File: src/verilog/fp_format_pkg.sv
package fp_format_pkg;

    // ====================
    // IEEE 754 formats
    // ====================

    localparam int s_exp_bits = 8;
    localparam int s_mant_bits = 23;
    localparam int s_bias = 127;

    localparam int d_exp_bits = 11;
    localparam int d_mant_bits = 52;
    localparam int d_bias = 1023;

    // ====================
    // Datapath widths
    // ====================

    // Operand or result register, single values NaN-boxed in the low half
    typedef logic [63:0] fp_word_t;

    // Extended exponent, always in double bias
    typedef logic signed [12:0] fp_exp_t;

    // Significand with hidden one at the top
    typedef logic [52:0] fp_mant_t;

    typedef logic [105:0] fp_prod_t;

endpackage

File: src/verilog/fp_unpack.sv
module fp_unpack (
    input  fp_format_pkg::fp_word_t  word,
    input  logic                     is_single,
    output logic                     sign,
    output fp_format_pkg::fp_exp_t   exp,
    output fp_format_pkg::fp_mant_t  mant,
    output logic                     is_zero,
    output logic                     is_inf,
    output logic                     is_nan,
    output logic                     is_snan
);

    localparam int pad = fp_format_pkg::d_mant_bits - fp_format_pkg::s_mant_bits;

    logic [fp_format_pkg::s_exp_bits-1:0]   s_exp_f;
    logic [fp_format_pkg::s_mant_bits-1:0]  s_frac;
    logic [fp_format_pkg::d_exp_bits-1:0]   d_exp_f;
    logic [fp_format_pkg::d_mant_bits-1:0]  d_frac;
    logic exp_zero, exp_max, frac_zero, quiet;

    assign s_exp_f = word[30:23];
    assign s_frac = word[22:0];
    assign d_exp_f = word[62:52];
    assign d_frac = word[51:0];

    always_comb begin
        if (is_single) begin
            sign = word[31];
            exp_zero = (s_exp_f == '0);
            exp_max = &s_exp_f;
            frac_zero = (s_frac == '0);
            quiet = s_frac[fp_format_pkg::s_mant_bits-1];
            // Rebias to double
            exp = fp_format_pkg::fp_exp_t'(s_exp_f)
                + fp_format_pkg::fp_exp_t'(fp_format_pkg::d_bias - fp_format_pkg::s_bias);
            mant = {1'b1, s_frac, {pad{1'b0}}};
        end else begin
            sign = word[63];
            exp_zero = (d_exp_f == '0);
            exp_max = &d_exp_f;
            frac_zero = (d_frac == '0);
            quiet = d_frac[fp_format_pkg::d_mant_bits-1];
            exp = fp_format_pkg::fp_exp_t'(d_exp_f);
            mant = {1'b1, d_frac};
        end

        // Denormals collapse to zero of the same sign
        if (exp_zero) begin
            exp = '0;
            mant = '0;
        end

        is_zero = exp_zero;
        is_inf = exp_max && frac_zero;
        is_nan = exp_max && !frac_zero;
        is_snan = exp_max && !frac_zero && !quiet;
    end

endmodule

File: config.mk
export PLATFORM = sky130hd
export DESIGN_NAME = fp_unpack
export DESIGN_NICKNAME = d
export VERILOG_FILES = /design/src/verilog/fp_format_pkg.sv /design/src/verilog/fp_unpack.sv
export SDC_FILE = /design/constraint.sdc
export NUM_CORES = 1
export LEC_CHECK = 0
export ABC_AREA = 1
export BUFFER_PORTS_ARGS = -buffer_cell sky130_fd_sc_hd__buf_4
export CAP_MARGIN = 20
export CORE_MARGIN = 5
export CORE_UTILIZATION = 25
export DETAILED_ROUTE_END_ITERATION = 10
export PLACE_DENSITY_LB_ADDON = 0.1
export SLEW_MARGIN = 40
export SYNTH_ARGS = -nofsm -noshare
export SYNTH_HDL_FRONTEND = slang
export SYNTH_SLANG_ARGS = --single-unit
File: constraint.sdc
create_clock -name vclk -period 0.8
set_input_delay 0 -clock vclk [all_inputs]
set_output_delay 0 -clock vclk [all_outputs]
set_load 0.02 [all_outputs]
==> qor.csv, run 1 <==
metric,value,unit
FF/Latch Area,0,um^2
cell mode on critical path,buf_6,
sequential area share after synthesis,0,%
worst hold path type,input port to output pin,
main combinational cell family by area after synthesis,simple AND/OR/NAND/NOR gates,
crit path buf inv count,4,
Final Util,72.8,%
layout cells sized above 1,69.8,%
"critical path, cell by cell",buf_6 -> nor4_4 -> nand3_2 -> nand2_4 -> buf_6 -> clkbuf_16 -> a21oi_2 -> buf_4,
Synth area leader,nor2_1,
Filler Cell Count,392,
syn avg cell area,5.44,um^2
max incr delay on CP,280,ps
routed wire length,6870,um
CP endpoint,mant[45],
Critical Path AT,1110,ps
IO Count,136,
most frequent cells in the layout,"buf_4, buf_6, nand2_1",
Final WS setup,-306,ps
largest net degree at the start of global routing,20,
# diodes,0,
CP Class,input port to output pin,
Post-DP Area,2700,um^2
yosys warns,0,
Area Growth Syn to Fin,181,%
Vias,2130,
CP Depth,8,
Die Y-Extent,80.1,um
mapped cell area,1230,um^2
Synth Area in Simple Gates,35.1,%
PwrDens,641,nW/um^2
"commonest non-fill, non-tap cell in the layout",buf_4,
post-route cell area,3460,um^2
"top cells by area, synth","nor2_1, mux2i_1, a21oi_2",
Tot Pwr,2220,uW
CP startpoint kind,input port,
critical path required time,800,ps
MaxCap Viol Count,0,
fraction of synthesized area in multiplexers,16.3,%
vias per cell,4.47,
ANT nets after route,0,
final hold violations,0,
CP max-delay cell,nor4_4,
# hold bufs at CTS,0,
min-delay src,word[63],
seq_cells,0,
Post-DP HPWL,4890,um
vias in the first global route,2111,
Final min period,1110,ps
worst hold margin,299,ps
clock buffers,0,
status,"complete, but fails checks",
Syn Inst Count,226,
DIE WIDTH,80.1,um
Remaining DRCs,0,
Core ar.,4750,um^2
RSZ-0062 raised after global routing,yes,
Netlist cell types,20,
drt first pass iters,4,
final period utilization,138,%
grt ovf,0,
crit-path max FO,5,
GR Util All Layers,18.1,%
Buffers on Ports,134,
num rows,25,
element type at the critical path end,output pin,
final setup fails,60,
failing checks,negative setup slack,
Leak,0.00172,uW
Post-Synth Adder-Cell Area,0,%
post-synthesis xor/xnor area fraction,0,%
Compound-Gate Fraction of Synth Area,25.1,%
nets,477,
Initial Util,25.9,%
Max Slew Vio Count,0,
CP startpoint,word[53],
drt wl/cell,14.4,um
first-pass GRT wire length,9540,um
Initial DRC Count,43,
critical path's top delay family,buffers and inverters,
die area,6420,um^2
peak supply drop,0.361,mV
f_max,904,MHz
GP Congestion,0.852,
area share of the largest cell type after synthesis,16.8,%
initial antenna violation count,0,
-- synthesized netlist by cell type, drive strengths merged --
cell type	count
buf	14
nand3	3
clkbuf	1
a21oi	26
nand2	35
o21ai	11
nor2	55
o31ai	1
mux2i	20
inv	41
nand4	5
nor3	7
nor4	2
conb	1
a21boi	4
-- repair_timing --
item,in CTS,in global routing
setup endpoints to repair,61,65
gates resized for setup,56,122
setup buffers,6,2
cloned,3,2
pin swaps,6,19
-- where the power goes --
group | switching (uW) | internal (uW) | leakage, uW
sequential | 0 | 0 | 0
clock | 0 | 0 | 0
combinational | 1080 | 1140 | 0.00172
-- cell families (layout without fill, tap and decap cells) --
kind of cell	Yosys count	count (layout)
simple gates	107	107
other cells	1	2
compound gates	42	42
mux	20	20
buf+inv	56	239
-- how the worst min path moves through the flow --
stage	end	slack (ps)	depth (start not counted)
6_report	sign	300	4
5_1_grt	mant[8]	320	4
3_5_place_dp	sign	290	4
2_1_floorplan	mant[0]	120	2
3_3_place_gp	sign	290	4
4_1_cts	sign	290	4
-- per-layer routing --
layer  wire length [um]  part of all wire, %  GRT usage (%)
met3                393                  5.7           1.91
met1               2560                   37           21.5
met5                  0                    0              0
met2               3900                   57           35.8
met4                 21                 0.31           1.01
-- final cells by class --
cell class,count,area (um^2),share of cell area [%]
timing repair buffer,198,1870,54.2
multi-input combinational,171,1340,38.6
inverter,41,165,4.77
tap,67,83.8,2.42
-- tightest hold or removal path, stage by stage --
cell     delay (ps)
buf_4            80
nand2_1          40
nand2_1          50
buf_4           130
-- through the flow --
stage                     TNS (ps)  std cells  setup WS (ps)
after floorplan               -627        227          -85.2
after global placement      -19470        467           -364
after detailed placement    -20060        467           -387
after CTS                   -17720        476           -344
after global routing        -19490        477           -361
final                       -16040        477           -306
(Power assumes the default switching activity.)
==> inputs of run 2 (changes only) <==
Settings changed: RECOVER_POWER set to 25.
==> run 2 against run 1 <==
  * The run still ends with negative setup slack left
  * First-iteration DRC count down 7.0%
  * Die area unchanged
  * Worst setup slack worse by 0.68 ps
==> qor.csv, run 2 (synthesis gave the netlist of run 1 again) <==
metric,value,unit,change
Remaining DRCs,0,,unchanged
CP startpoint kind,input port,,
peak supply drop,0.361,mV,about the same
IO Count,136,,unchanged
CP Class,input port to output pin,,
Max Slew Vio Count,0,,unchanged
FF/Latch Area,0,um^2,unchanged
"commonest non-fill, non-tap cell in the layout",buf_4,,
drt wl/cell,14.4,um,about the same
num rows,25,,unchanged
Die Y-Extent,80.1,um,unchanged
final period utilization,138,%,about the same
Buffers on Ports,134,,unchanged
initial antenna violation count,0,,unchanged
worst hold path type,input port to output pin,,
crit-path max FO,5,,unchanged
seq_cells,0,,unchanged
Final Util,72.7,%,-0.11 points
die area,6420,um^2,unchanged
Core ar.,4750,um^2,unchanged
clock buffers,0,,unchanged
final hold violations,0,,unchanged
Final min period,1110,ps,+0.683 ps
Post-DP Area,2700,um^2,unchanged
vias per cell,4.46,,about the same
GR Util All Layers,18.1,%,unchanged
nets,477,,unchanged
f_max,904,MHz,about the same
Initial Util,25.9,%,unchanged
Post-DP HPWL,4890,um,unchanged
routed wire length,6870,um,about the same
Leak,0.00172,uW,about the same
most frequent cells in the layout,"buf_4, buf_6, nand2_1",,
ANT nets after route,0,,unchanged
Initial DRC Count,40,,-7.0%
post-route cell area,3460,um^2,-0.14%
Critical Path AT,1110,ps,about the same
failing checks,negative setup slack,,
worst hold margin,299,ps,unchanged
DIE WIDTH,80.1,um,unchanged
element type at the critical path end,output pin,,
layout cells sized above 1,69.8,%,unchanged
PwrDens,641,nW/um^2,about the same
MaxCap Viol Count,0,,unchanged
drt first pass iters,4,,unchanged
grt ovf,0,,unchanged
Vias,2128,,-0.094%
Tot Pwr,2210,uW,-0.21%
GP Congestion,0.852,,unchanged
Final WS setup,-307,ps,-0.683 ps
first-pass GRT wire length,9540,um,unchanged
critical path required time,800,ps,about the same
status,"complete, but fails checks",,
# diodes,0,,unchanged
largest net degree at the start of global routing,20,,unchanged
final setup fails,60,,unchanged
vias in the first global route,2111,,unchanged
Area Growth Syn to Fin,181,%,
RSZ-0062 raised after global routing,yes,,
run 2: area by class of cell:
class / count / area (um^2)
repair buffers: 198 / 1870
well taps: 67 / 83.8
fillers: 394 / 1300
inverters: 41 / 165
multi-input cells: 171 / 1340
run 2: through the flow:
step / TNS, ps / cells / setup WS [ps]
after global routing: -19490 / 477 / -361
after global placement: -19470 / 467 / -364
after floorplan: -627 / 227 / -85.2
after detailed placement: -20060 / 467 / -387
final: -16050 / 477 / -307
after CTS: -17720 / 476 / -344
run 2: timing repair:
action	in CTS	in global routing
resized for setup	56	122
endpoints found under the hold margin	0	0
setup endpoints to repair	61	65
pin swaps	6	19
setup buffers	6	2
hold buffers	0	0
gates cloned	3	2
run 2: worst paths after layout:
kind | cells past startpoint | from | slack, ps | end
setup / recovery | 8 | word[53] | -310 | mant[45]
hold / removal | 4 | word[63] | 300 | sign
run 2: metal layers:
| metal | track usage (%) | wire (um) | up-vias |
|---|---|---|---|
| li1 | - | - | 1087 |
| met4 | 1.01 | 21 | 0 |
| met3 | 1.91 | 395 | 2 |
| met2 | 35.8 | 3890 | 71 |
| met5 | 0 | 0 | - |
| met1 | 21.5 | 2560 | 968 |
run 2: critical path, stage by stage:
cell and delay, ps:
buf_6 100, nor4_4 280, nand3_2 120, nand2_4 120, buf_6 130, clkbuf_16 150
a21oi_2 50, buf_4 150
run 2: power breakdown:
group	total (uW)	switching, uW	internal, uW
Combinational	2210	1080	1130
Sequential	0	0	0
Clock	0	0	0
Total	2210	1080	1130
==> inputs of run 3 (changes only) <==
Settings changed: GPL_ROUTABILITY_DRIVEN set to 0, TNS_END_PERCENT set to 5.
Clock period 0.8 ns to 1.1 ns, I/O delays scaled along.
==> run 3 against run 2 <==
  * The flow now finishes without violations
  * Worst hold slack got worse by 5.4 ps
  * Clock-buffer cell count did not move
  * Via count fell by 10%
  * Critical path depth fell by 1
  * Critical endpoint is now mant[38]
  * Die area did not move
  * Combinational power fell by 42%
  * First-iteration DRC count rose by 18%
  * Global-route usage fell by 2.6 points
  * Routed wire length fell by 17%
  * Non-clock buffer count fell by 45
  * Final cell count fell by 9.4%
  * Final area fell by 21%
==> qor.csv, run 3 (synthesis gave the netlist of run 1 again) <==
metric,value,unit,change
ANT nets after route,0,,unchanged
# diodes,0,,unchanged
drt wl/cell,13.2,um,-8.6%
MaxCap Viol Count,0,,unchanged
PwrDens,472,nW/um^2,-26%
FF/Latch Area,0,um^2,unchanged
Remaining DRCs,0,,unchanged
nets,432,,-9.4%
f_max,911,MHz,
Vias,1909,,-10%
Max Slew Vio Count,0,,unchanged
worst hold path type,input port to output pin,,
IO Count,136,,unchanged
routed wire length,5690,um,-17%
Final Util,57.4,%,-15 points
peak supply drop,0.246,mV,-32%
status,"finished, final reports clean",,
Initial Util,25.9,%,unchanged
final period utilization,99.8,%,
layout cells sized above 1,54.8,%,-15 points
most frequent cells in the layout,"buf_4, nor2_1, inv_1",,
Leak,0.00145,uW,-16%
seq_cells,0,,unchanged
initial antenna violation count,0,,unchanged
GR Util All Layers,15.5,%,-2.6 points
final setup fails,0,,-100%
Critical Path AT,1100,ps,about the same
Place WS,-82.4,ps,+305 ps
final hold violations,0,,unchanged
Final min period,1100,ps,
Initial DRC Count,47,,+18%
drt first pass iters,4,,unchanged
element type at the critical path end,output pin,,
clock buffers,0,,unchanged
crit-path max FO,8,,+3
vias per cell,4.42,,-0.95%
min-delay src,word[63],,
RSZ-0062 raised after global routing,yes,,
largest net degree at the start of global routing,38,,+90%
# hold bufs at CTS,0,,unchanged
Core ar.,4750,um^2,unchanged
DIE WIDTH,80.1,um,unchanged
Filler Cell Count,488,,+24%
grt ovf,0,,unchanged
Multi-input gate area,1070,um^2,-20%
Post-DP HPWL,4370,um,-11%
critical path required time,1100,ps,+300 ps
CP startpoint kind,input port,,
Buffers on Ports,134,,unchanged
Final WS setup,2.52,ps,+309 ps
first-pass GRT wire length,8370,um,-12%
Die Y-Extent,80.1,um,unchanged
CP startpoint,word[54],,
Area Growth Syn to Fin,122,%,
"commonest non-fill, non-tap cell in the layout",buf_4,,
num rows,25,,unchanged
die area,6420,um^2,unchanged
CP Class,input port to output pin,,
vias in the first global route,1833,,-13%
run 3: cell count changes in the layout (fill, tap and decap cells not counted), sizes merged:
cell,change
buf,-47
clkbuf,+2
clkinvlp,-1
inv,+1
run 3: critical path, cell delays in order:
cell	delay, ps
buf_8	100
nor4_4	280
nand3_2	160
nand2_8	170
clkbuf_16	180
a21oi_2	50
buf_4	150
run 3: per-stage QoR:
step	hold slack [ps]	power [uW]	TNS, ps	cell area (um^2)	instances
after floorplan	119	581	0	1230	227
after global placement	299	1130	-831	2370	426
after detailed placement	295	1140	-910	2370	426
after CTS	300	1180	-391	2460	427
after global routing	330	1390	-981	2730	432
final	294	1290	0	2730	432
run 3: cell type report:
type                            count  area share [%]
Timing Repair Buffer              153            51.9
Multi-Input combinational cell    171            39.4
Tap cell                           67            3.07
Inverter                           41            5.64
run 3: layer usage:
| metal | wire length [um] | vias up | global-route usage, % |
|---|---|---|---|
| met2 | 2770 | 83 | 28.9 |
| met3 | 667 | 2 | 4.48 |
| met5 | 0 | - | 0 |
| met4 | 26 | 0 | 0.676 |
| li1 | - | 998 | - |
| met1 | 2220 | 826 | 18.3 |
run 3: worst paths after layout:
path        to  slack, ps  depth (start not counted)
max   mant[38]          3                          7
min       sign        290                          4
run 3: power breakdown:
group / internal [uW] / switching, uW
clock: 0 / 0
sequential: 0 / 0
combinational: 635 / 652
total: 635 / 652
run 3: timing repair:
action / CTS / global route
cloned: 1 / 4
buffers inserted: 0 / 1
setup endpoints to repair: 41 / 53
pin swaps: 2 / 8
resized for setup: 18 / 55
