===== config.mk =====
export PLATFORM = sky130hd
export DESIGN_NAME = fpu_ctrl
export DESIGN_NICKNAME = d
export VERILOG_FILES = /design/src/verilog/fp_format_pkg.sv /design/src/verilog/fpu_op_pkg.sv /design/src/verilog/fpu_ctrl.sv
export SDC_FILE = /design/constraint.sdc
export NUM_CORES = 1
export LEC_CHECK = 0
export ABC_CLOCK_PERIOD_IN_PS = 5000
export BUFFER_PORTS_ARGS = -buffer_cell sky130_fd_sc_hd__clkbuf_2
export CELL_PAD_IN_SITES_DETAIL_PLACEMENT = 0
export CELL_PAD_IN_SITES_GLOBAL_PLACEMENT = 1
export CORE_AREA = 2 2 237 239
export CTS_BUF_LIST = sky130_fd_sc_hd__clkbuf_8
export CTS_CLUSTER_DIAMETER = 40
export CTS_CLUSTER_SIZE = 40
export DETAILED_ROUTE_END_ITERATION = 6
export DIE_AREA = 0 0 239 241
export GPL_TIMING_DRIVEN = 0
export PLACE_DENSITY_LB_ADDON = 0.1
export REMOVE_ABC_BUFFERS = 1
export SETUP_SLACK_MARGIN = 0.02
export SLEW_MARGIN = 20
export SYNTH_ARGS = -nofsm -noshare
export SYNTH_HDL_FRONTEND = slang
export SYNTH_SLANG_ARGS = --single-unit

===== constraint.sdc =====
create_clock -name clk -period 5 [get_ports clk]
set_input_delay 0.25 -clock clk [delete_from_list [all_inputs] [get_ports clk]]
set_output_delay 0.25 -clock clk [all_outputs]
set_load 0.02 [all_outputs]

===== src/verilog/fp_format_pkg.sv =====
package fp_format_pkg;

    // ====================
    // IEEE 754 formats
    // ====================

    localparam int s_exp_bits = 8;
    localparam int s_mant_bits = 23;
    localparam int s_bias = 127;

    localparam int d_exp_bits = 11;
    localparam int d_mant_bits = 52;
    localparam int d_bias = 1023;

    // ====================
    // Datapath widths
    // ====================

    // Operand or result register, single values NaN-boxed in the low half
    typedef logic [63:0] fp_word_t;

    // Extended exponent, always in double bias
    typedef logic signed [12:0] fp_exp_t;

    // Significand with hidden one at the top
    typedef logic [52:0] fp_mant_t;

    typedef logic [105:0] fp_prod_t;

endpackage


===== src/verilog/fpu_op_pkg.sv =====
package fpu_op_pkg;

    typedef enum logic [3:0] {
        FPU_MUL,
        FPU_SGNJ,
        FPU_SGNJN,
        FPU_SGNJX,
        FPU_MIN,
        FPU_MAX,
        FPU_CMP_EQ,
        FPU_CMP_LT,
        FPU_CMP_LE,
        FPU_CLASS
    } fpu_op_t;

    // Accrued exception flags, NV DZ OF UF NX from msb down
    typedef logic [4:0] fflags_t;

    localparam int flag_nv = 4;
    localparam int flag_dz = 3;
    localparam int flag_of = 2;
    localparam int flag_uf = 1;
    localparam int flag_nx = 0;

endpackage


===== src/verilog/fpu_ctrl.sv =====
module fpu_ctrl (
    input  logic                     clk,
    input  logic                     rst_n,
    input  logic                     req_valid,
    input  fpu_op_pkg::fpu_op_t      op,
    input  fp_format_pkg::fp_word_t  rs1,
    input  fp_format_pkg::fp_word_t  rs2,
    input  logic                     is_single,
    input  fp_format_pkg::fp_word_t  simple_result,
    input  logic [63:0]              simple_int,
    input  fpu_op_pkg::fflags_t      simple_flags,
    input  fp_format_pkg::fp_word_t  mul_result,
    input  fpu_op_pkg::fflags_t      mul_flags,
    output logic                     req_ready,
    output logic                     resp_valid,
    output fp_format_pkg::fp_word_t  rs1_q,
    output fp_format_pkg::fp_word_t  rs2_q,
    output fpu_op_pkg::fpu_op_t      op_q,
    output logic                     is_single_q,
    output logic                     mul_load,
    output logic                     mul_finish,
    output fp_format_pkg::fp_word_t  result,
    output logic [63:0]              int_result,
    output fpu_op_pkg::fflags_t      fflags
);

    typedef enum logic [2:0] {
        IDLE,
        CAPTURE,
        UNPACK,
        SIMPLE,
        MUL,
        NORM,
        DONE
    } ctrl_state_t;

    ctrl_state_t state, next_state;

    fp_format_pkg::fp_word_t  simple_result_q;
    logic [63:0]              simple_int_q;
    fpu_op_pkg::fflags_t      simple_flags_q;

    // ====================
    // State machine
    // ====================

    always_comb begin
        next_state = state;
        case (state)
            IDLE:    if (req_valid) next_state = CAPTURE;
            CAPTURE: next_state = UNPACK;
            UNPACK:  next_state = (op_q == fpu_op_pkg::FPU_MUL) ? MUL : SIMPLE;
            SIMPLE:  next_state = DONE;
            MUL:     next_state = NORM;
            NORM:    next_state = DONE;
            default: next_state = IDLE;
        endcase
    end

    always_ff @(posedge clk or negedge rst_n) begin
        if (!rst_n) begin
            state <= IDLE;
        end else begin
            state <= next_state;
        end
    end

    assign req_ready = (state == IDLE);
    assign resp_valid = (state == DONE);
    assign mul_load = (state == UNPACK) && (op_q == fpu_op_pkg::FPU_MUL);
    assign mul_finish = (state == NORM);

    // Request capture and simple result hold
    always_ff @(posedge clk) begin
        if (req_valid && req_ready) begin
            op_q <= op;
            rs1_q <= rs1;
            rs2_q <= rs2;
            is_single_q <= is_single;
        end
        if (state == SIMPLE) begin
            simple_result_q <= simple_result;
            simple_int_q <= simple_int;
            simple_flags_q <= simple_flags;
        end
    end

    // Response is zero outside the DONE cycle
    always_comb begin
        result = '0;
        int_result = '0;
        fflags = '0;
        if (state == DONE) begin
            if (op_q == fpu_op_pkg::FPU_MUL) begin
                result = mul_result;
                fflags = mul_flags;
            end else begin
                result = simple_result_q;
                int_result = simple_int_q;
                fflags = simple_flags_q;
            end
        end
    end

endmodule


==> metrics, run 1 <==
min Tclk post-route=3.544 ns; Slew HR=57.26%; Internal=5.592 mW; Die Wd=239 µm; Crit Path Class=register to output port; FF+latch count, synth=269; Seq/Total Area, Yosys=74.47%; slowest cell on the critical path=edfxtp_1; Clock Pin Slew Worst Setup and Hold Paths=0.07 ns; Post-synth EDFFs=266; Max Clock Freq=0.2822 GHz; total grt overflow=0; post-route cell area=18800 µm²; complex-gate fraction of the synthesized area=0.2427%; CTS tree=built; clk sinks=269; crit path capture type=output port; Seq pwr share=39.0%; RSZ-0062 raised after global routing=false; R2R Path Start=state[1]; status=completed; FFs w/ async S/R, synth=1.115%; area growth from synthesis to layout=73.62%; main combinational cell family by area after synthesis=simple AND/OR/NAND/NOR gates; CP startpoint=op_q[1]; insertion delay to the later sink of the worst-skew pair=0.66 ns; row count=86; Power Density=455.1 nW/µm²; Synth top area share=73.78%; initial antenna violation count=7; Num CTS Buffers=59; Tcrit/Tclk final=70.88%; vias=9216; critical path fanouts, max=6; DR vias/cell=4.049; simple-gate share of the synthesized area=15.69%; area share of fa/ha/maj cells after synthesis=0%; CP max stage delay=0.43 ns; WL met1=15.97 mm; leakage power=7.836 nW; CORE AREA=54880 µm²; post-cts sizing count=0; Final Hold Viols=0; min-delay src=rs1[34]; Post-Place Worst Slack=2.101 ns; YS warnings=0; first-pass GRT wire length=63.42 mm; gpl congestion=0.7458; max-cap violation count=0; wire per inst=19.44 µm; cells along the critical path=nor4_2 > buf_4 > buf_2 > buf_2 > buf_2 > buf_2 > buf_2 > mux2i_1 > clkbuf_2; hold slack final=0.2836 ns; largest net degree at the start of global routing=67; # fillers=5608; Setup Buffers After CTS=0; share of layout cells above drive strength 1=47.17%; Post-DP Area=14820 µm²; Top FF cell, synth=edfxtp_1; clk root buf=clkbuf_8; largest cells by area after synthesis=edfxtp_1, nand4b_1, mux2i_1; starting density of the core=19.73%; Post-Syn Instances=627; data arrival time at the worst-slack endpoint=3.29 ns; Comb power frac=29.8%; mux contribution to synthesized area=6.379%; GRT Resource Usage Total=14.74%; worst-margin pin slew=0.6412 ns; initial drt markers=293; final setup margin=1.456 ns; Netlist Area Pre-Place=10830 µm²; Mean Syn Cell Area=17.27 µm²; Die Ht=241 µm; vias in the first global route=9911; switching power=2.963 mW; Final Skew=0.05682 ns; setup violators final=0; Post-CTS Hold Buffers=269; Antenna Nets Post-Route=0; worst vdd ir=0.3075 mV; most used cell, CP=buf_2; Yosys top cell by area=edfxtp_1; startpoint types=register; Final Slew Violations=0; Ports=608; worst min path class=input port to register; die area=57600 µm²; Cell variety after synth=24; post-synthesis xor/xnor area fraction=0.08090%; total wire length=44.25 mm; # H-tree levels=2; CP required=4.75 ns; clk buf depth=3; clock network power share=31.2%; max layer used=met5; DRC=0; switching part of the total=34.63%; metal3 WL=3.900 mm; Pre-Repair DR Iteration Count=6; nets=1862; met2 routed WL=23.24 mm; Port Buffer Count=607; Post-DP HPWL=32.36 mm
==> state kept, by name, indices dropped and copies added, names as in the netlist <==
signal,cells
state,3
is_single_q,1
rs2_q,64
op_q,4
simple_result_q,64
simple_flags_q,5
simple_int_q,64
rs1_q,64
==> routing by layer <==
layer | vias to the layer above | GRT usage [%]
li1 | 4357 | -
met1 | 4403 | 15.45
met2 | 367 | 27.10
met3 | 83 | 5.593
met4 | 6 | 4.811
met5 | - | 0
==> final timing paths <==
kind	slack, ns	endpoint	cells after the start
worst max-delay path	1.46	result[40]	9
min in group asynchronous	0.51	state[0]	3
worst min-delay path	0.28	rs1_q[34]	2
max in group asynchronous	4.31	state[2]	3
worst min register to register	0.79	state[0]	3
worst max register to register	2.35	simple_result_q[50]	5
==> layout by cell type, fill, tap and decap left out, types with 2 or more instances in the layout <==
master and count:
buf_4 4, clkbuf_8 59, nor2b_1 2, and2_4 2
and3_2 6, edfxtp_1 266, inv_1 8, inv_12 2
clkinv_4 2, and3_1 58, dlygate4sd3_1 269, nand4b_1 138
buf_12 6, clkinvlp_4 3, clkbuf_2 607, clkinv_2 13
buf_2 14, nor2_1 2, clkinv_1 11, mux2i_1 69
buf_16 6, dfrtp_4 3, bufinv_16 8
==> power by group through the flow <==
stage | clock (mW) | sequential, mW | combinational (mW)
after floorplan | 0 | 3.72 | 0.988
after global placement | 0 | 3.83 | 2.01
after detailed placement | 0 | 3.38 | 2.42
after CTS | 2.77 | 3.34 | 2.61
after global routing | 2.86 | 3.39 | 2.75
final | 2.67 | 3.33 | 2.55
==> stage by stage <==
step                      setup TNS [ns]  power [mW]  util, %  cells
final                                  0       8.555    34.25   2276
after global routing                   0       9.002    34.25   2276
after CTS                              0       8.718    34.25   2275
after detailed placement               0       5.798    27.00   1898
after global placement          -2151.96       5.834    26.25   1868
after floorplan                  -843.25       4.708        -    557
==> synth_stat cells, types with 2 or more instances <==
cell        n
clkbuf_1   36
buf_6       5
mux2i_1    69
dfrtp_1     3
nand4b_1  138
nor2_1      2
nor2b_1     2
buf_2      27
and2_1      3
edfxtp_1  266
and3_2      6
and3_1     58
==> logic make-up after synthesis <==
family          count (synthesis)
compound gates                  3
xor+xnor                        1
buf+inv                        70
flops                         269
mux                            69
simple gates                  215
==> cell type report <==
type,count,area (µm²),share of cell area [%]
flip-flops and latches,269,8074,42.95
multi-input cells,288,2437,12.97
clock buffers,59,812.0,4.320
diodes,1,2.502,0.01331
well taps,704,880.8,4.686
repair buffers,906,6116,32.54
clock inverters,49,474.2,2.523
==> critical path: cells and delay by family, from the launching register on <==
kind	cells	cell delay, ns
simple gates	1	0.43
mux	1	0.20
buf+inv	7	1.57
flops	1	0.43
Note: power is estimated with default switching activity, not from simulation.
==> inputs of run 2 (changes only) <==
--- a/config.mk
+++ b/config.mk
@@ -5,7 +5,7 @@
 export SDC_FILE = /design/constraint.sdc
 export NUM_CORES = 1
 export LEC_CHECK = 0
-export ABC_CLOCK_PERIOD_IN_PS = 5000
+export ABC_CLOCK_PERIOD_IN_PS = 2900
 export BUFFER_PORTS_ARGS = -buffer_cell sky130_fd_sc_hd__clkbuf_2
 export CELL_PAD_IN_SITES_DETAIL_PLACEMENT = 0
 export CELL_PAD_IN_SITES_GLOBAL_PLACEMENT = 1
==> constraint.sdc (replaced) <==
create_clock -name clk -period 2.9 [get_ports clk]
set_input_delay 0.145 -clock clk [delete_from_list [all_inputs] [get_ports clk]]
set_output_delay 0.145 -clock clk [all_outputs]
set_load 0.02 [all_outputs]
==> run 2 against run 1 <==
Non-clock buffer count grew 15. Setup slack lost 1.3 ns. Worst hold slack lost 0.10 ns. Global-route usage grew 0.37 points. Sequential power grew 68%. First-iteration DRC count shrank 5.1%. Utilization grew 0.49 points. Clock power grew 72%. Clock skew grew 0.0021 ns. Critical path type unchanged.
==> metrics, run 2 (same netlist as run 1, synthesis figures left out) <==
Tcrit/Tclk final=94.32%; hold slack final=0.1797 ns; insertion delay to the later sink of the worst-skew pair=0.66 ns; worst min path class=input port to register; Worst Hold Depth=2; clk root buf=clkbuf_8; nets=1878; CP required=2.76 ns; Tot Pwr=14.97 mW; initial drt markers=278; register-to-register path setup slack=0.26 ns; vias=9318; Port Buffer Count=607; slowest cell on the critical path=or4_4; clk sinks=269; Ports=608; DRC=0; # fillers=5608; share of layout cells above drive strength 1=47.70%; Slew HR=57.40%; # H-tree levels=2; Final Skew=0.05891 ns; cells along the critical path=buf_4 > or4_4 > and3_2 > clkbuf_2; most frequent cells in the layout=clkbuf_2, dlygate4sd3_1, edfxtp_1, nand4b_1, mux2i_1; commonest non-fill, non-tap cell in the layout=clkbuf_2; crit path capture type=output port; Comb power frac=31.9%; worst vdd ir=0.4527 mV; wire per inst=19.80 µm; Internal=9.785 mW; Post-DP HPWL=32.36 mm; RSZ-0062 raised after global routing=true; Final Slew Violations=0; area growth from synthesis to layout=76.11%; Clock Pin Slew Worst Setup and Hold Paths=0.07 ns; total negative slack=0 ns; CORE AREA=54880 µm²; vias in the first global route=10020; DR vias/cell=4.065; Pre-Repair DR Iteration Count=4; Post-Place Worst Slack=0.1063 ns; CP max stage delay=0.81 ns; Antenna Nets Post-Route=0; clk buf depth=3; data arrival time at the worst-slack endpoint=2.59 ns; Num CTS Buffers=59; first-pass GRT wire length=64.69 mm; gpl congestion=0.7458; Die Wd=239 µm; total grt overflow=0; switching power=5.185 mW; total wire length=45.38 mm; Die Ht=241 µm; CTS tree=built; row count=86; worst-margin pin slew=0.6390 ns; min Tclk post-route=2.735 ns; startpoint types=register; Hold Crit Endpoint=rs1_q[34]; Crit Path Class=register to output port; Seq pwr share=37.4%; Final Hold Viols=0; largest net degree at the start of global routing=67; initial antenna violation count=7; switching part of the total=34.64%; critical path fanouts, max=66; R2R Path End=rs1_q[12]; Max Clock Freq=0.3656 GHz; R2R Path Start=state[1]; reg2reg path depth=5; leakage power=7.952 nW; die area=57600 µm²; max-cap violation count=0; starting density of the core=19.73%; setup violators final=0; min-delay src=rs1[34]; status=completed; GRT Resource Usage Total=15.12%; Power Density=785.2 nW/µm²; final setup margin=0.1648 ns; post-layout util=34.74%; clock network power share=30.7%
[run 2: per-stage QoR]
stage,cells,instance area (µm²)
2_1_floorplan,557,10490
3_3_place_gp,1868,14410
3_5_place_dp,1898,14820
4_1_cts,2284,18970
5_1_grt,2292,19070
6_report,2292,19070
[run 2: repair_timing]
action / in CTS / in global routing
gates cloned: 1 / 0
setup buffers: 11 / 8
setup endpoints to repair: 116 / 45
resized for setup: 20 / 23
pin swaps: 1 / 1
endpoints found under the hold margin: 270 / 0
hold buffers: 269 / 0
[run 2: how the worst max path moves through the flow]
| stage | from | to | slack (ns) | cells past startpoint |
|---|---|---|---|---|
| 2_1_floorplan | op_q[0] | fflags[0] | -9.20 | 2 |
| 3_3_place_gp | op_q[1] | result[29] | -15.54 | 3 |
| 3_5_place_dp | op_q[1] | result[30] | 0.11 | 9 |
| 4_1_cts | op_q[2] | result[30] | 0.03 | 9 |
| 5_1_grt | op_q[1] | result[11] | 0.01 | 7 |
| 6_report | op_q[0] | int_result[63] | 0.16 | 4 |
[run 2: worst max-delay path: cells and delay by family, from the launching register on]
kind                   cells  cell delay (ns)
buffers and inverters      2             0.33
DFF                        1             0.42
and+or+nand+nor            2             1.13
[run 2: power by group through the flow]
stage               Combinational [mW]  Clock (mW)  Sequential, mW
global route                      5.15        4.94            5.68
detailed placement                4.17           0            5.82
global placement                  3.03           0            6.14
floorplan                         1.70           0            6.41
CTS                               4.81        4.78            5.65
finish                            4.77        4.60            5.60
[run 2: per-layer routing]
| layer | part of all wire, % | global-route usage, % | vias to the layer above |
|---|---|---|---|
| li1 | - | - | 4391 |
| met1 | 36 | 15.77 | 4447 |
| met2 | 53 | 27.97 | 387 |
| met3 | 8.8 | 5.593 | 87 |
| met4 | 2.5 | 4.962 | 6 |
| met5 | 0.10 | 0 | - |
[run 2: cell type report]
cell class / count / area, µm² / area share, %
Clock buffer: 59 / 812.0 / 4.259
Multi-Input combinational cell: 289 / 2459 / 12.89
Antenna cell: 1 / 2.502 / 0.01312
Clock inverter: 49 / 474.2 / 2.487
Tap cell: 704 / 880.8 / 4.620
Sequential cell: 269 / 8074 / 42.35
Timing Repair Buffer: 921 / 6365 / 33.38
==> inputs of run 3 (changes only) <==
--- a/config.mk
+++ b/config.mk
@@ -18,7 +18,7 @@
 export GPL_TIMING_DRIVEN = 0
 export PLACE_DENSITY_LB_ADDON = 0.1
 export REMOVE_ABC_BUFFERS = 1
-export SETUP_SLACK_MARGIN = 0.02
+export SETUP_SLACK_MARGIN = 0.3
 export SLEW_MARGIN = 20
 export SYNTH_ARGS = -nofsm -noshare
 export SYNTH_HDL_FRONTEND = slang
==> run 3 against run 2 <==
First-iteration DRC count is 11% higher. Worst hold slack worse by 0.00074 ns. Sequential power hardly changed. Critical path depth stayed put. Fmax is 1.4% lower. Critical path type unchanged. Highest routed layer unchanged.
==> metrics, run 3 (same netlist as run 1, synthesis figures left out) <==
Final Hold Viols=0; clk buf depth=3; clk sinks=269; insertion delay to the later sink of the worst-skew pair=0.66 ns; die area=57600 µm²; startpoint types=register; worst min path class=input port to register; switching part of the total=34.30%; Ports=608; Max Clock Freq=0.3606 GHz; wire per inst=19.95 µm; worst-margin pin slew=0.7794 ns; vias=9498; Tcrit/Tclk final=95.62%; Comb power frac=34.9%; Num CTS Buffers=59; Crit Path Class=register to output port; Post-DP HPWL=32.36 mm; max-cap violation count=0; total wire length=46.51 mm; min-delay src=rs1[34]; GRT Resource Usage Total=15.35%; row count=86; RSZ-0062 raised after global routing=true; first-pass GRT wire length=65.52 mm; DRC=0; Hold Crit Endpoint=rs1_q[34]; critical path fanouts, max=66; Internal=10.28 mW; initial drt markers=308; reg2reg path depth=5; Die Wd=239 µm; Slew HR=48.04%; Worst Hold Depth=2; Antenna Nets Post-Route=0; total grt overflow=0; data arrival time at the worst-slack endpoint=2.63 ns; register-to-register path setup slack=0.44 ns; leakage power=8.234 nW; share of layout cells above drive strength 1=52.62%; Port Buffer Count=607; setup violators final=0; initial antenna violation count=7; most frequent cells in the layout=clkbuf_2, dlygate4sd3_1, edfxtp_1, nand4b_1; Final Slew Violations=0; switching power=5.366 mW; clock network power share=29.5%; CTS tree=built; worst vdd ir=0.4409 mV; R2R Path Start=state[1]; Tot Pwr=15.64 mW; starting density of the core=19.73%; gpl congestion=0.7458; dpl cells=1898; # H-tree levels=2; area growth from synthesis to layout=88.20%; Clock Pin Slew Worst Setup and Hold Paths=0.07 ns; Seq pwr share=35.6%; DR vias/cell=4.075; Power Density=767.7 nW/µm²; Final Skew=0.05702 ns; min Tclk post-route=2.773 ns; clk root buf=clkbuf_8; R2R Path End=rs1_q[12]; final std cells w/o fill=2331; CORE AREA=54880 µm²; Pre-Repair DR Iteration Count=6; crit path capture type=output port; CP required=2.76 ns; nets=1916; status=completed; Die Ht=241 µm; commonest non-fill, non-tap cell in the layout=clkbuf_2; vias in the first global route=10130; largest net degree at the start of global routing=67
==> run 3: changes by cell type in the layout (fill, tap and decap cells not counted), sizes merged <==
cell and delta:
clkbuf -112, and2 +3, diode +1, buf +147
==> run 3: layout make-up <==
| cell class | instances | area [µm²] |
|---|---|---|
| diodes | 2 | 5.005 |
| clock buffers | 59 | 812.0 |
| clock inverters | 49 | 474.2 |
| fillers | 5473 | 34500 |
| multi-input cells | 292 | 2836 |
| flip-flops and latches | 269 | 8074 |
| well taps | 704 | 880.8 |
| repair buffers | 956 | 7293 |
==> run 3: worst max path at each step <==
| stage | start | endpoint | slack [ns] |
|---|---|---|---|
| 2_1_floorplan | op_q[0] | fflags[0] | -9.20 |
| 3_3_place_gp | op_q[1] | result[29] | -15.54 |
| 3_5_place_dp | op_q[1] | result[30] | 0.11 |
| 4_1_cts | op_q[2] | result[30] | 0.03 |
| 5_1_grt | op_q[1] | result[12] | -0.06 |
| 6_report | op_q[0] | int_result[38] | 0.13 |
==> run 3: stage by stage <==
| stage | setup slack, ns | area, µm² | TNS (ns) | hold slack [ns] | utilization [%] |
|---|---|---|---|---|---|
| finish | 0.1271 | 20380 | 0 | 0.1790 | 37.13 |
| global route | -0.06445 | 20370 | -0.2328 | 0.1256 | 37.12 |
| CTS | 0.03081 | 19480 | 0 | 0.1087 | 35.49 |
| detailed placement | 0.1063 | 14820 | 0 | -0.04402 | 27.00 |
| global placement | -15.54 | 14410 | -2989.49 | -0.04961 | 26.25 |
| floorplan | -9.199 | 10490 | -1623.73 | -0.1506 | - |
==> run 3: power groups by stage <==
| stage | clock [mW] | sequential (mW) | combinational, mW |
|---|---|---|---|
| after floorplan | 0 | 6.41 | 1.70 |
| after global placement | 0 | 6.14 | 3.03 |
| after detailed placement | 0 | 5.82 | 4.17 |
| after CTS | 4.78 | 5.61 | 5.06 |
| after global routing | 4.94 | 5.65 | 5.84 |
| final | 4.61 | 5.57 | 5.46 |
==> run 3: worst max-delay path, cell delays in order, from the launching register on <==
cell and delay, ns:
edfxtp_1 0.43, buf_6 0.15, or4_4 0.84, and3_1 0.32
clkbuf_2 0.16
==> run 3: routing by layer <==
metal,global-route usage [%],wire length (µm),vias to the layer above,share of wire [%]
met5,0,46,-,0.099
met4,4.943,1152,6,2.5
met3,5.502,3985,84,8.6
met2,28.45,24740,380,53
met1,16.11,16580,4550,36
li1,-,-,4478,-
==> run 3: what timing repair did <==
item,4_1_cts,5_1_grt
endpoints found under the hold margin,270,0
endpoints found under the setup margin,229,225
setup buffers,29,21
resized for setup,119,349
hold buffers,269,0
pin swaps,2,58
cloned,3,1
