<file path="src/verilog/fp_format_pkg.sv">
package fp_format_pkg;

    // ====================
    // IEEE 754 formats
    // ====================

    localparam int s_exp_bits = 8;
    localparam int s_mant_bits = 23;
    localparam int s_bias = 127;

    localparam int d_exp_bits = 11;
    localparam int d_mant_bits = 52;
    localparam int d_bias = 1023;

    // ====================
    // Datapath widths
    // ====================

    // Operand or result register, single values NaN-boxed in the low half
    typedef logic [63:0] fp_word_t;

    // Extended exponent, always in double bias
    typedef logic signed [12:0] fp_exp_t;

    // Significand with hidden one at the top
    typedef logic [52:0] fp_mant_t;

    typedef logic [105:0] fp_prod_t;

endpackage

</file>
<file path="src/verilog/fpu_op_pkg.sv">
package fpu_op_pkg;

    typedef enum logic [3:0] {
        FPU_MUL,
        FPU_SGNJ,
        FPU_SGNJN,
        FPU_SGNJX,
        FPU_MIN,
        FPU_MAX,
        FPU_CMP_EQ,
        FPU_CMP_LT,
        FPU_CMP_LE,
        FPU_CLASS
    } fpu_op_t;

    // Accrued exception flags, NV DZ OF UF NX from msb down
    typedef logic [4:0] fflags_t;

    localparam int flag_nv = 4;
    localparam int flag_dz = 3;
    localparam int flag_of = 2;
    localparam int flag_uf = 1;
    localparam int flag_nx = 0;

endpackage

</file>
<file path="src/verilog/fp_simple_ops.sv">
module fp_simple_ops (
    input  fpu_op_pkg::fpu_op_t      op,
    input  logic                     is_single,
    input  fp_format_pkg::fp_word_t  rs1,
    input  fp_format_pkg::fp_word_t  rs2,
    input  logic                     a_sign,
    input  fp_format_pkg::fp_exp_t   a_exp,
    input  fp_format_pkg::fp_mant_t  a_mant,
    input  logic                     a_zero,
    input  logic                     a_nan,
    input  logic                     a_snan,
    input  logic                     b_sign,
    input  fp_format_pkg::fp_exp_t   b_exp,
    input  fp_format_pkg::fp_mant_t  b_mant,
    input  logic                     b_zero,
    input  logic                     b_nan,
    input  logic                     b_snan,
    output fp_format_pkg::fp_word_t  simple_result,
    output logic [63:0]              simple_int,
    output fpu_op_pkg::fflags_t      simple_flags
);

    logic inj_sign, raw_frac_zero, both_zero, mag_lt, mag_eq, eq, lt, any_nan;
    logic [3:0] class_idx;
    fp_format_pkg::fp_word_t inj_word, canon_nan;

    function automatic fp_format_pkg::fp_word_t box(input fp_format_pkg::fp_word_t w,
                                                    input logic single);
        return single ? {32'hffff_ffff, w[31:0]} : w;
    endfunction

    // ====================
    // Raw bit operations
    // ====================

    always_comb begin
        case (op)
            fpu_op_pkg::FPU_SGNJ:  inj_sign = b_sign;
            fpu_op_pkg::FPU_SGNJN: inj_sign = !b_sign;
            default:               inj_sign = a_sign ^ b_sign;
        endcase
        inj_word = is_single ? {32'hffff_ffff, inj_sign, rs1[30:0]} : {inj_sign, rs1[62:0]};

        // RISC-V class mask from bit 0 (-inf) up to bit 9 (qNaN)
        raw_frac_zero = is_single ? (rs1[22:0] == '0) : (rs1[51:0] == '0);
        if (a_nan)
            class_idx = a_snan ? 4'd8 : 4'd9;
        else if (a_zero)
            class_idx = raw_frac_zero ? (a_sign ? 4'd3 : 4'd4) : (a_sign ? 4'd2 : 4'd5);
        else if (a_exp == fp_format_pkg::fp_exp_t'(2047) || (is_single && &rs1[30:23]))
            class_idx = a_sign ? 4'd0 : 4'd7;
        else
            class_idx = a_sign ? 4'd1 : 4'd6;
    end

    // ====================
    // Ordering
    // ====================

    assign any_nan = a_nan || b_nan;
    assign both_zero = a_zero && b_zero;
    assign mag_lt = {a_exp, a_mant} < {b_exp, b_mant};
    assign mag_eq = {a_exp, a_mant} == {b_exp, b_mant};
    assign eq = both_zero || (a_sign == b_sign && mag_eq);
    assign lt = !both_zero && ((a_sign != b_sign) ? a_sign : ((a_sign ^ mag_lt) && !eq));
    assign canon_nan = is_single ? {32'hffff_ffff, 32'h7fc0_0000} : 64'h7ff8_0000_0000_0000;

    always_comb begin
        simple_result = '0;
        simple_int = '0;
        simple_flags = '0;
        case (op)
            fpu_op_pkg::FPU_SGNJ, fpu_op_pkg::FPU_SGNJN, fpu_op_pkg::FPU_SGNJX:
                simple_result = inj_word;
            fpu_op_pkg::FPU_CLASS:
                simple_int = 64'd1 << class_idx;
            fpu_op_pkg::FPU_CMP_EQ: begin
                simple_int = {63'b0, eq && !any_nan};
                simple_flags[fpu_op_pkg::flag_nv] = a_snan || b_snan;
            end
            fpu_op_pkg::FPU_CMP_LT: begin
                simple_int = {63'b0, lt && !any_nan};
                simple_flags[fpu_op_pkg::flag_nv] = any_nan;
            end
            fpu_op_pkg::FPU_CMP_LE: begin
                simple_int = {63'b0, (lt || eq) && !any_nan};
                simple_flags[fpu_op_pkg::flag_nv] = any_nan;
            end
            fpu_op_pkg::FPU_MIN, fpu_op_pkg::FPU_MAX: begin
                simple_flags[fpu_op_pkg::flag_nv] = a_snan || b_snan;
                if (a_nan && b_nan)
                    simple_result = canon_nan;
                else if (a_nan)
                    simple_result = box(rs2, is_single);
                else if (b_nan)
                    simple_result = box(rs1, is_single);
                else if (lt ^ (op == fpu_op_pkg::FPU_MAX))
                    simple_result = box(rs1, is_single);
                else
                    simple_result = box(rs2, is_single);
            end
            default: ;
        endcase
    end

endmodule

</file>
<file path="config.mk">
export PLATFORM = sky130hd
export DESIGN_NAME = fp_simple_ops
export DESIGN_NICKNAME = d
export VERILOG_FILES = /design/src/verilog/fp_format_pkg.sv /design/src/verilog/fpu_op_pkg.sv /design/src/verilog/fp_simple_ops.sv
export SDC_FILE = /design/constraint.sdc
export NUM_CORES = 1
export LEC_CHECK = 0
export BUFFER_PORTS_ARGS = -buffer_cell sky130_fd_sc_hd__buf_4
export CAP_MARGIN = 10
export CORE_AREA = 2 2 158 160
export DETAILED_ROUTE_END_ITERATION = 8
export DIE_AREA = 0 0 160 162
export PLACE_DENSITY = 0.5
export SYNTH_ARGS = -nofsm -noshare
export SYNTH_HDL_FRONTEND = slang
export SYNTH_SLANG_ARGS = --single-unit
</file>
<file path="constraint.sdc">
create_clock -name vclk -period 6.4
set_input_delay 1.28 -clock vclk [all_inputs]
set_output_delay 1.28 -clock vclk [all_outputs]
set_load 0.05 [all_outputs]
</file>
==> impl_metrics.prom, run 1 <==
# TYPE chip_impl_metric gauge
chip_impl_info{name="crit_slowest_cell",value="sky130_fd_sc_hd__mux2i_2"} 1
chip_impl_metric{name="post_synth_and_or_nand_nor_area_fraction",unit="%"} 24.57
chip_impl_metric{name="final_cell_count_no_fill",unit=""} 1259
chip_impl_metric{name="critical_path_arrival",unit="ps"} 4780
chip_impl_metric{name="synth_compound_gate_area_share",unit="%"} 30.66
chip_impl_metric{name="sequential_cell_area",unit="um2"} 0
chip_impl_metric{name="synthDistinctLibCells",unit=""} 49
chip_impl_metric{name="clkbuf_count",unit=""} 0
chip_impl_metric{name="ys_warn_count",unit=""} 0
chip_impl_metric{name="routabilityCongestion",unit=""} 0.7992
chip_impl_metric{name="row_count",unit=""} 57
chip_impl_metric{name="dr.first_iter.drc_count",unit=""} 228
chip_impl_metric{name="syn2layout_area_growth",unit="%"} 73.03
chip_impl_metric{name="global_route.usage.total",unit="%"} 14.28
chip_impl_info{name="worst_setup_path_end_kind",value="output port"} 1
chip_impl_metric{name="route.vias.total",unit=""} 5443
chip_impl_metric{name="leakage",unit="nW"} 3.529
chip_impl_metric{name="pin_count_of_the_biggest_net_entering_global_routing",unit=""} 48
chip_impl_metric{name="dp_hpwl",unit="um"} 18080
chip_impl_info{name="unrepaired_setup_endpoints_after_global_routing",value="no"} 1
chip_impl_metric{name="insertedDiodeCount",unit=""} 0
chip_impl_metric{name="cts.hold.buffers_added",unit=""} 0
chip_impl_metric{name="slowest_delay",unit="ps"} 460
chip_impl_info{name="status",value="finished clean"} 1
chip_impl_metric{name="initial_utilization",unit="%"} 16.01
chip_impl_metric{name="final_layout_size_suffix_gt1_share",unit="%"} 39.89
chip_impl_metric{name="timing.final.crit_share",unit="%"} 94.68
chip_impl_metric{name="min_period",unit="ps"} 6060
chip_impl_metric{name="placement.cell_area",unit="um2"} 6646
chip_impl_metric{name="timing.max_cap.violations",unit=""} 0
chip_impl_metric{name="vias_per_cell",unit=""} 4.323
chip_impl_metric{name="synth_fa_ha_area_share",unit="%"} 21.39
chip_impl_info{name="synthTopCellsByArea",value="sky130_fd_sc_hd__ha_1, sky130_fd_sc_hd__buf_4, sky130_fd_sc_hd__inv_1"} 1
chip_impl_metric{name="antenna_found_initial",unit=""} 0
chip_impl_metric{name="worst_ir_drop_vdd",unit="V"} 0.00003493
chip_impl_metric{name="grt_pass1_vias",unit=""} 5227
chip_impl_metric{name="finish_stage_setup_viols",unit=""} 0
chip_impl_metric{name="power.density",unit="nW/um2"} 92.31
chip_impl_metric{name="report.final.hold_viol_count",unit=""} 0
chip_impl_metric{name="num-nets-final",unit=""} 1276
chip_impl_metric{name="critPathMaxFanout",unit=""} 31
chip_impl_metric{name="post_synth_instance_area",unit="um2"} 3860
chip_impl_metric{name="nFillCells",unit=""} 2684
chip_impl_metric{name="fin_total_pwr",unit="uW"} 616.5
chip_impl_metric{name="syn_inst",unit=""} 603
chip_impl_metric{name="drtAntennaViolNets",unit=""} 0
chip_impl_metric{name="post-place-cells",unit=""} 1259
chip_impl_metric{name="max_slew_margin",unit="%"} 35.61
chip_impl_metric{name="core-area",unit="um2"} 24110
chip_impl_info{name="criticalPathCategory",value="in -> out"} 1
chip_impl_metric{name="grt_pass1_wl",unit="um"} 29540
chip_impl_metric{name="synth_largest_type_area_fraction",unit="%"} 21.39
chip_impl_metric{name="max_freq",unit="GHz"} 0.1650
chip_impl_metric{name="ys_seq_area_share",unit="%"} 0
chip_impl_metric{name="setup_total_negative_slack",unit="ps"} 0
chip_impl_metric{name="timing.critical_path.required",unit="ps"} 5120
chip_impl_metric{name="sum_of_overflow_across_all_layers_after_global_routing",unit=""} 0
chip_impl_metric{name="postCtsSetupRepairBufs",unit=""} 0
chip_impl_metric{name="synthMuxAreaShare",unit="%"} 1.135
chip_impl_metric{name="final_design_area_no_fill",unit="um2"} 6679
chip_impl_info{name="dominant_combinational_cell_family_by_area_after_synthesis",value="compound AO/OA/AOI/OAI gates"} 1
chip_impl_metric{name="port-buffer-count",unit=""} 348
chip_impl_info{name="worst_setup_path_start_kind",value="primary input"} 1
chip_impl_metric{name="route.detailed.drc",unit=""} 0
chip_impl_metric{name="syn_avg_cell_area",unit="um2"} 6.401
chip_impl_metric{name="drt_pass1_iterations",unit=""} 5
chip_impl_info{name="critPathMostFrequentCell",value="sky130_fd_sc_hd__buf_4"} 1
chip_impl_metric{name="multi_input_comb_area",unit="um2"} 3297
chip_impl_info{name="timing.critical_path.cells",value="buf_4 -> ha_1 -> a21o_1 -> a21o_1 -> a221oi_1 -> o21ai_0 -> nor4_1 -> buf_4 -> mux2i_2 -> mux2i_2 -> a311o_1 -> buf_4 -> a22o_1 -> buf_4"} 1
chip_impl_metric{name="top_level_i_o_count",unit=""} 406
chip_impl_metric{name="postLayoutCoreUtil",unit="%"} 27.71
chip_impl_metric{name="post_drt_wl_per_cell",unit="um"} 16.10
chip_impl_info{name="hold_class",value="in -> out"} 1
chip_impl_metric{name="post_synth_xor_area_fraction",unit="%"} 0.9076
chip_impl_metric{name="routed_wl",unit="um"} 20270
chip_impl_metric{name="num_sequential",unit=""} 0
chip_impl_metric{name="design.die.area",unit="um2"} 25920
chip_impl_metric{name="slew_at_the_pin_closest_to_its_max_slew_limit",unit="ps"} 957.9
chip_impl_metric{name="height_of_the_die",unit="um"} 162
chip_impl_metric{name="timing.final.max_slew_violations",unit=""} 0
chip_impl_metric{name="die_w",unit="um"} 160
chip_impl_info{name="yosysTopAreaCell",value="sky130_fd_sc_hd__ha_1"} 1
==> worst max-delay path: cells and delay by family <==
kind                       cells  cell delay (ps)
AOI/OAI and AO/OA              6             1270
adders and majority gates      1              300
buffers and inverters          4              820
muxes                          2              750
and+or+nand+nor                1              330
==> logic make-up after synthesis <==
logic type               after synthesis
AO/OA/AOI/OAI                        177
XOR/XNOR                               4
adder cells (fa/ha/maj)               66
buffers and inverters                158
multiplexers                           4
other                                  1
AND/OR/NAND/NOR                      193
==> layer usage <==
| layer | share of wire (%) | global-route usage [%] |
|---|---|---|
| met1 | 40 | 16.91 |
| met2 | 50 | 26.68 |
| met3 | 8.8 | 3.601 |
| met4 | 1.3 | 1.679 |
| met5 | 0 | 0 |
==> cell type report <==
class / instances / share of cell area (%)
multi-input cells: 502 / 49.36
inverters: 73 / 4.103
repair buffers: 360 / 40.46
well taps: 324 / 6.070
==> final timing paths <==
check | start | slack (ps) | end | cells past startpoint
worst max-delay path | a_exp[10] | 340 | simple_result[10] | 14
worst min-delay path | a_snan | 2880 | simple_int[9] | 3
==> synthesized netlist by cell type (2+ instances only) <==
cell type                    n
sky130_fd_sc_hd__a2111oi_0   5
sky130_fd_sc_hd__a211oi_1    6
sky130_fd_sc_hd__a21o_1      3
sky130_fd_sc_hd__a21oi_1    51
sky130_fd_sc_hd__a221o_1     9
sky130_fd_sc_hd__a221oi_1    2
sky130_fd_sc_hd__a22o_1     22
sky130_fd_sc_hd__a2bb2oi_1  12
sky130_fd_sc_hd__a31oi_1    17
sky130_fd_sc_hd__and3_1      2
sky130_fd_sc_hd__and4_1      3
sky130_fd_sc_hd__buf_2       7
sky130_fd_sc_hd__buf_4      58
sky130_fd_sc_hd__clkbuf_1   19
sky130_fd_sc_hd__ha_1       66
sky130_fd_sc_hd__inv_1      73
sky130_fd_sc_hd__mux2i_1     3
sky130_fd_sc_hd__nand2_1    44
sky130_fd_sc_hd__nand2b_1    5
sky130_fd_sc_hd__nand3_1     7
sky130_fd_sc_hd__nand4_1    18
sky130_fd_sc_hd__nand4b_1    2
sky130_fd_sc_hd__nor2_1     57
sky130_fd_sc_hd__nor3_1     25
sky130_fd_sc_hd__nor3b_1     3
sky130_fd_sc_hd__nor4_1     18
sky130_fd_sc_hd__nor4_2      2
sky130_fd_sc_hd__o21a_1     10
sky130_fd_sc_hd__o21ai_0    28
sky130_fd_sc_hd__o21ai_1     2
sky130_fd_sc_hd__o22ai_1     2
sky130_fd_sc_hd__o31ai_1     2
sky130_fd_sc_hd__or2_2       2
sky130_fd_sc_hd__xor2_1      3
==> repair_timing <==
action | 4_1_cts | 5_1_grt
pin swaps | 0 | 1
setup endpoints to repair | 2 | 49
resized for setup | 1 | 5
==> through the flow <==
stage	setup slack, ps	hold slack (ps)
global route	14.79	2897
floorplan	287.3	2736
CTS	86.25	2886
global placement	-34.90	2883
detailed placement	-1.477	2886
finish	340.5	2880
==> power breakdown <==
group / internal [mW] / switching, mW
logic: 0.237 / 0.379
clock network: 0 / 0
registers: 0 / 0
total: 0.237 / 0.379
==> cell usage in the layout, fill, tap and decap left out, types with 4 or more instances in the layout <==
master / netlist / routed
sky130_fd_sc_hd__nand4_1: 18 / 18
sky130_fd_sc_hd__a211oi_1: 6 / 5
sky130_fd_sc_hd__buf_4: 58 / 360
sky130_fd_sc_hd__a221o_1: 9 / 9
sky130_fd_sc_hd__o21a_1: 10 / 10
sky130_fd_sc_hd__conb_1: 1 / 58
sky130_fd_sc_hd__a2111oi_0: 5 / 5
sky130_fd_sc_hd__a2bb2oi_1: 12 / 12
sky130_fd_sc_hd__o21ai_0: 28 / 28
sky130_fd_sc_hd__nor2_1: 57 / 57
sky130_fd_sc_hd__a22o_1: 22 / 22
sky130_fd_sc_hd__nand2_1: 44 / 44
sky130_fd_sc_hd__inv_1: 73 / 73
sky130_fd_sc_hd__nand3_1: 7 / 7
sky130_fd_sc_hd__a31oi_1: 17 / 16
sky130_fd_sc_hd__ha_1: 66 / 66
sky130_fd_sc_hd__nor3_1: 25 / 25
sky130_fd_sc_hd__nand2b_1: 5 / 4
sky130_fd_sc_hd__a21oi_1: 51 / 51
sky130_fd_sc_hd__nor4_1: 18 / 16
No activity file was read; power rests on OpenSTA's default activity.
==> run 2: changes to the inputs <==
--- a/config.mk
+++ b/config.mk
@@ -5,12 +5,13 @@
 export SDC_FILE = /design/constraint.sdc
 export NUM_CORES = 1
 export LEC_CHECK = 0
-export BUFFER_PORTS_ARGS = -buffer_cell sky130_fd_sc_hd__buf_4
+export BUFFER_PORTS_ARGS = -buffer_cell sky130_fd_sc_hd__buf_2
 export CAP_MARGIN = 10
 export CORE_AREA = 2 2 158 160
 export DETAILED_ROUTE_END_ITERATION = 8
 export DIE_AREA = 0 0 160 162
 export PLACE_DENSITY = 0.5
+export SETUP_SLACK_MARGIN = 0.5
 export SYNTH_ARGS = -nofsm -noshare
 export SYNTH_HDL_FRONTEND = slang
 export SYNTH_SLANG_ARGS = --single-unit
==> impl_metrics.prom, run 2 (synthesis gave the netlist of run 1 again) <==
# TYPE chip_impl_metric gauge
chip_impl_metric{name="row_count",unit=""} 57
chip_impl_metric{name="grt_pass1_vias",unit=""} 5225
chip_impl_metric{name="dr.first_iter.drc_count",unit=""} 255
chip_impl_info{name="criticalPathCategory",value="in -> out"} 1
chip_impl_metric{name="nFillCells",unit=""} 2721
chip_impl_metric{name="timing.final.max_slew_violations",unit=""} 0
chip_impl_metric{name="pin_count_of_the_biggest_net_entering_global_routing",unit=""} 41
chip_impl_metric{name="global_route.usage.total",unit="%"} 13.78
chip_impl_metric{name="top_level_i_o_count",unit=""} 406
chip_impl_metric{name="die_w",unit="um"} 160
chip_impl_metric{name="antenna_found_initial",unit=""} 1
chip_impl_metric{name="grt_pass1_wl",unit="um"} 28640
chip_impl_metric{name="postLayoutCoreUtil",unit="%"} 26.63
chip_impl_info{name="hold_start",value="rs2[12]"} 1
chip_impl_metric{name="worst_ir_drop_vdd",unit="V"} 0.00003119
chip_impl_metric{name="timing.critical_path.required",unit="ps"} 5120
chip_impl_metric{name="cp_num_cells",unit=""} 15
chip_impl_metric{name="port-buffer-count",unit=""} 348
chip_impl_metric{name="critical_path_arrival",unit="ps"} 4490
chip_impl_metric{name="post_drt_wl_per_cell",unit="um"} 15.94
chip_impl_metric{name="timing.critical_path.buf_inv",unit=""} 5
chip_impl_metric{name="height_of_the_die",unit="um"} 162
chip_impl_metric{name="power.density",unit="nW/um2"} 94.76
chip_impl_metric{name="num_sequential",unit=""} 0
chip_impl_metric{name="post-route-worst-setup-slack",unit="ps"} 634.5
chip_impl_info{name="cp-startpoint",value="a_mant[36]"} 1
chip_impl_metric{name="routabilityCongestion",unit=""} 0.8716
chip_impl_metric{name="final_layout_size_suffix_gt1_share",unit="%"} 42.78
chip_impl_metric{name="clkbuf_count",unit=""} 0
chip_impl_metric{name="sequential_cell_area",unit="um2"} 0
chip_impl_info{name="worst_setup_path_end_kind",value="output port"} 1
chip_impl_metric{name="timing.max_cap.violations",unit=""} 0
chip_impl_metric{name="leakage",unit="nW"} 3.449
chip_impl_metric{name="route.vias.total",unit=""} 5538
chip_impl_info{name="layout.cells.most_common",value="sky130_fd_sc_hd__buf_2"} 1
chip_impl_metric{name="fin_total_pwr",unit="uW"} 608.2
chip_impl_info{name="crit_slowest_cell",value="sky130_fd_sc_hd__a311o_2"} 1
chip_impl_metric{name="num-nets-final",unit=""} 1283
chip_impl_metric{name="max_freq",unit="GHz"} 0.1734
chip_impl_metric{name="cts.hold.buffers_added",unit=""} 0
chip_impl_metric{name="final_cell_count_no_fill",unit=""} 1267
chip_impl_info{name="timing.critical_path.cells",value="buf_2 -> ha_1 -> nand4_1 -> nor4_4 -> nand4b_1 -> a31oi_4 -> nor4_4 -> mux2i_2 -> buf_4 -> mux2i_1 -> a311o_2 -> buf_12 -> clkbuf_16 -> a22o_4 -> buf_12"} 1
chip_impl_metric{name="slowest_delay",unit="ps"} 390
chip_impl_info{name="hold_class",value="in -> out"} 1
chip_impl_metric{name="vias_per_cell",unit=""} 4.371
chip_impl_metric{name="report.final.hold_viol_count",unit=""} 0
chip_impl_metric{name="finish_stage_setup_viols",unit=""} 0
chip_impl_metric{name="critPathMaxFanout",unit=""} 15
chip_impl_metric{name="syn2layout_area_growth",unit="%"} 66.29
chip_impl_metric{name="min_period",unit="ps"} 5766
chip_impl_metric{name="detailedPlace.worstSlack",unit="ps"} -83.26
chip_impl_metric{name="dp_hpwl",unit="um"} 17430
chip_impl_metric{name="slew_at_the_pin_closest_to_its_max_slew_limit",unit="ps"} 675.5
chip_impl_metric{name="timing.final.crit_share",unit="%"} 90.09
chip_impl_info{name="status",value="finished clean"} 1
chip_impl_metric{name="sum_of_overflow_across_all_layers_after_global_routing",unit=""} 0
chip_impl_metric{name="drtAntennaViolNets",unit=""} 0
chip_impl_metric{name="max_slew_margin",unit="%"} 54.96
chip_impl_info{name="worst_setup_path_start_kind",value="primary input"} 1
chip_impl_metric{name="post-place-cells",unit=""} 1258
chip_impl_metric{name="route.detailed.drc",unit=""} 0
chip_impl_info{name="worstSetupEndpoint",value="simple_result[19]"} 1
chip_impl_metric{name="drt_pass1_iterations",unit=""} 4
chip_impl_metric{name="design.die.area",unit="um2"} 25920
chip_impl_metric{name="initial_utilization",unit="%"} 16.01
chip_impl_info{name="most-common-layout-cells",value="sky130_fd_sc_hd__buf_2, sky130_fd_sc_hd__inv_1, sky130_fd_sc_hd__ha_1"} 1
chip_impl_info{name="cpLargestDelayFamily",value="simple AND/OR/NAND/NOR gates"} 1
chip_impl_metric{name="core-area",unit="um2"} 24110
chip_impl_metric{name="holdWs",unit="ps"} 2916
chip_impl_metric{name="routed_wl",unit="um"} 20200
chip_impl_info{name="unrepaired_setup_endpoints_after_global_routing",value="yes"} 1
## run 2: worst min-delay path: cells and delay by family
family / cells / cell delay (ps)
AO/OA/AOI/OAI: 1 / 130
buffers and inverters: 2 / 220
## run 2: layer usage
layer	vias to the layer above	global-route usage [%]	share of wire, %
met5	-	0	0
met4	0	0.9009	0.26
met3	6	2.145	7.1
met2	250	26.62	52
met1	2518	16.72	41
li1	2764	-	-
## run 2: power breakdown
part	total (mW)	switching [mW]	internal, mW
Sequential	0	0	0
Clock	0.0000000210	0	0.0000000209
Combinational	0.608	0.396	0.213
Total	0.608	0.396	0.213
## run 2: worst min-delay path by stage
| stage | to | depth (start not counted) |
|---|---|---|
| 2_1_floorplan | simple_int[9] | 1 |
| 3_3_place_gp | simple_int[9] | 3 |
| 3_5_place_dp | simple_int[9] | 3 |
| 4_1_cts | simple_int[9] | 3 |
| 5_1_grt | simple_result[12] | 3 |
| 6_report | simple_result[12] | 3 |
## run 2: what timing repair did
item | CTS | global route
pin swaps | 2 | 16
endpoints found under the setup margin | 65 | 64
gates cloned | 0 | 3
resized for setup | 7 | 111
buffers inserted | 3 | 2
hold endpoints to repair | 0 | 0
## run 2: layout make-up
| class | instances | area [um2] | share of cell area [%] |
|---|---|---|---|
| repair buffers | 367 | 2223 | 34.64 |
| diodes | 1 | 2.502 | 0.03899 |
| multi-input cells | 502 | 3513 | 54.74 |
| inverters | 73 | 274.0 | 4.269 |
| well taps | 324 | 405.4 | 6.316 |
## run 2: metrics by stage
step | TNS [ps] | area (um2)
floorplan | 0 | 4113
global placement | -200.1 | 5916
detailed placement | -288.3 | 5916
CTS | 0 | 5977
global route | 0 | 6419
finish | 0 | 6419
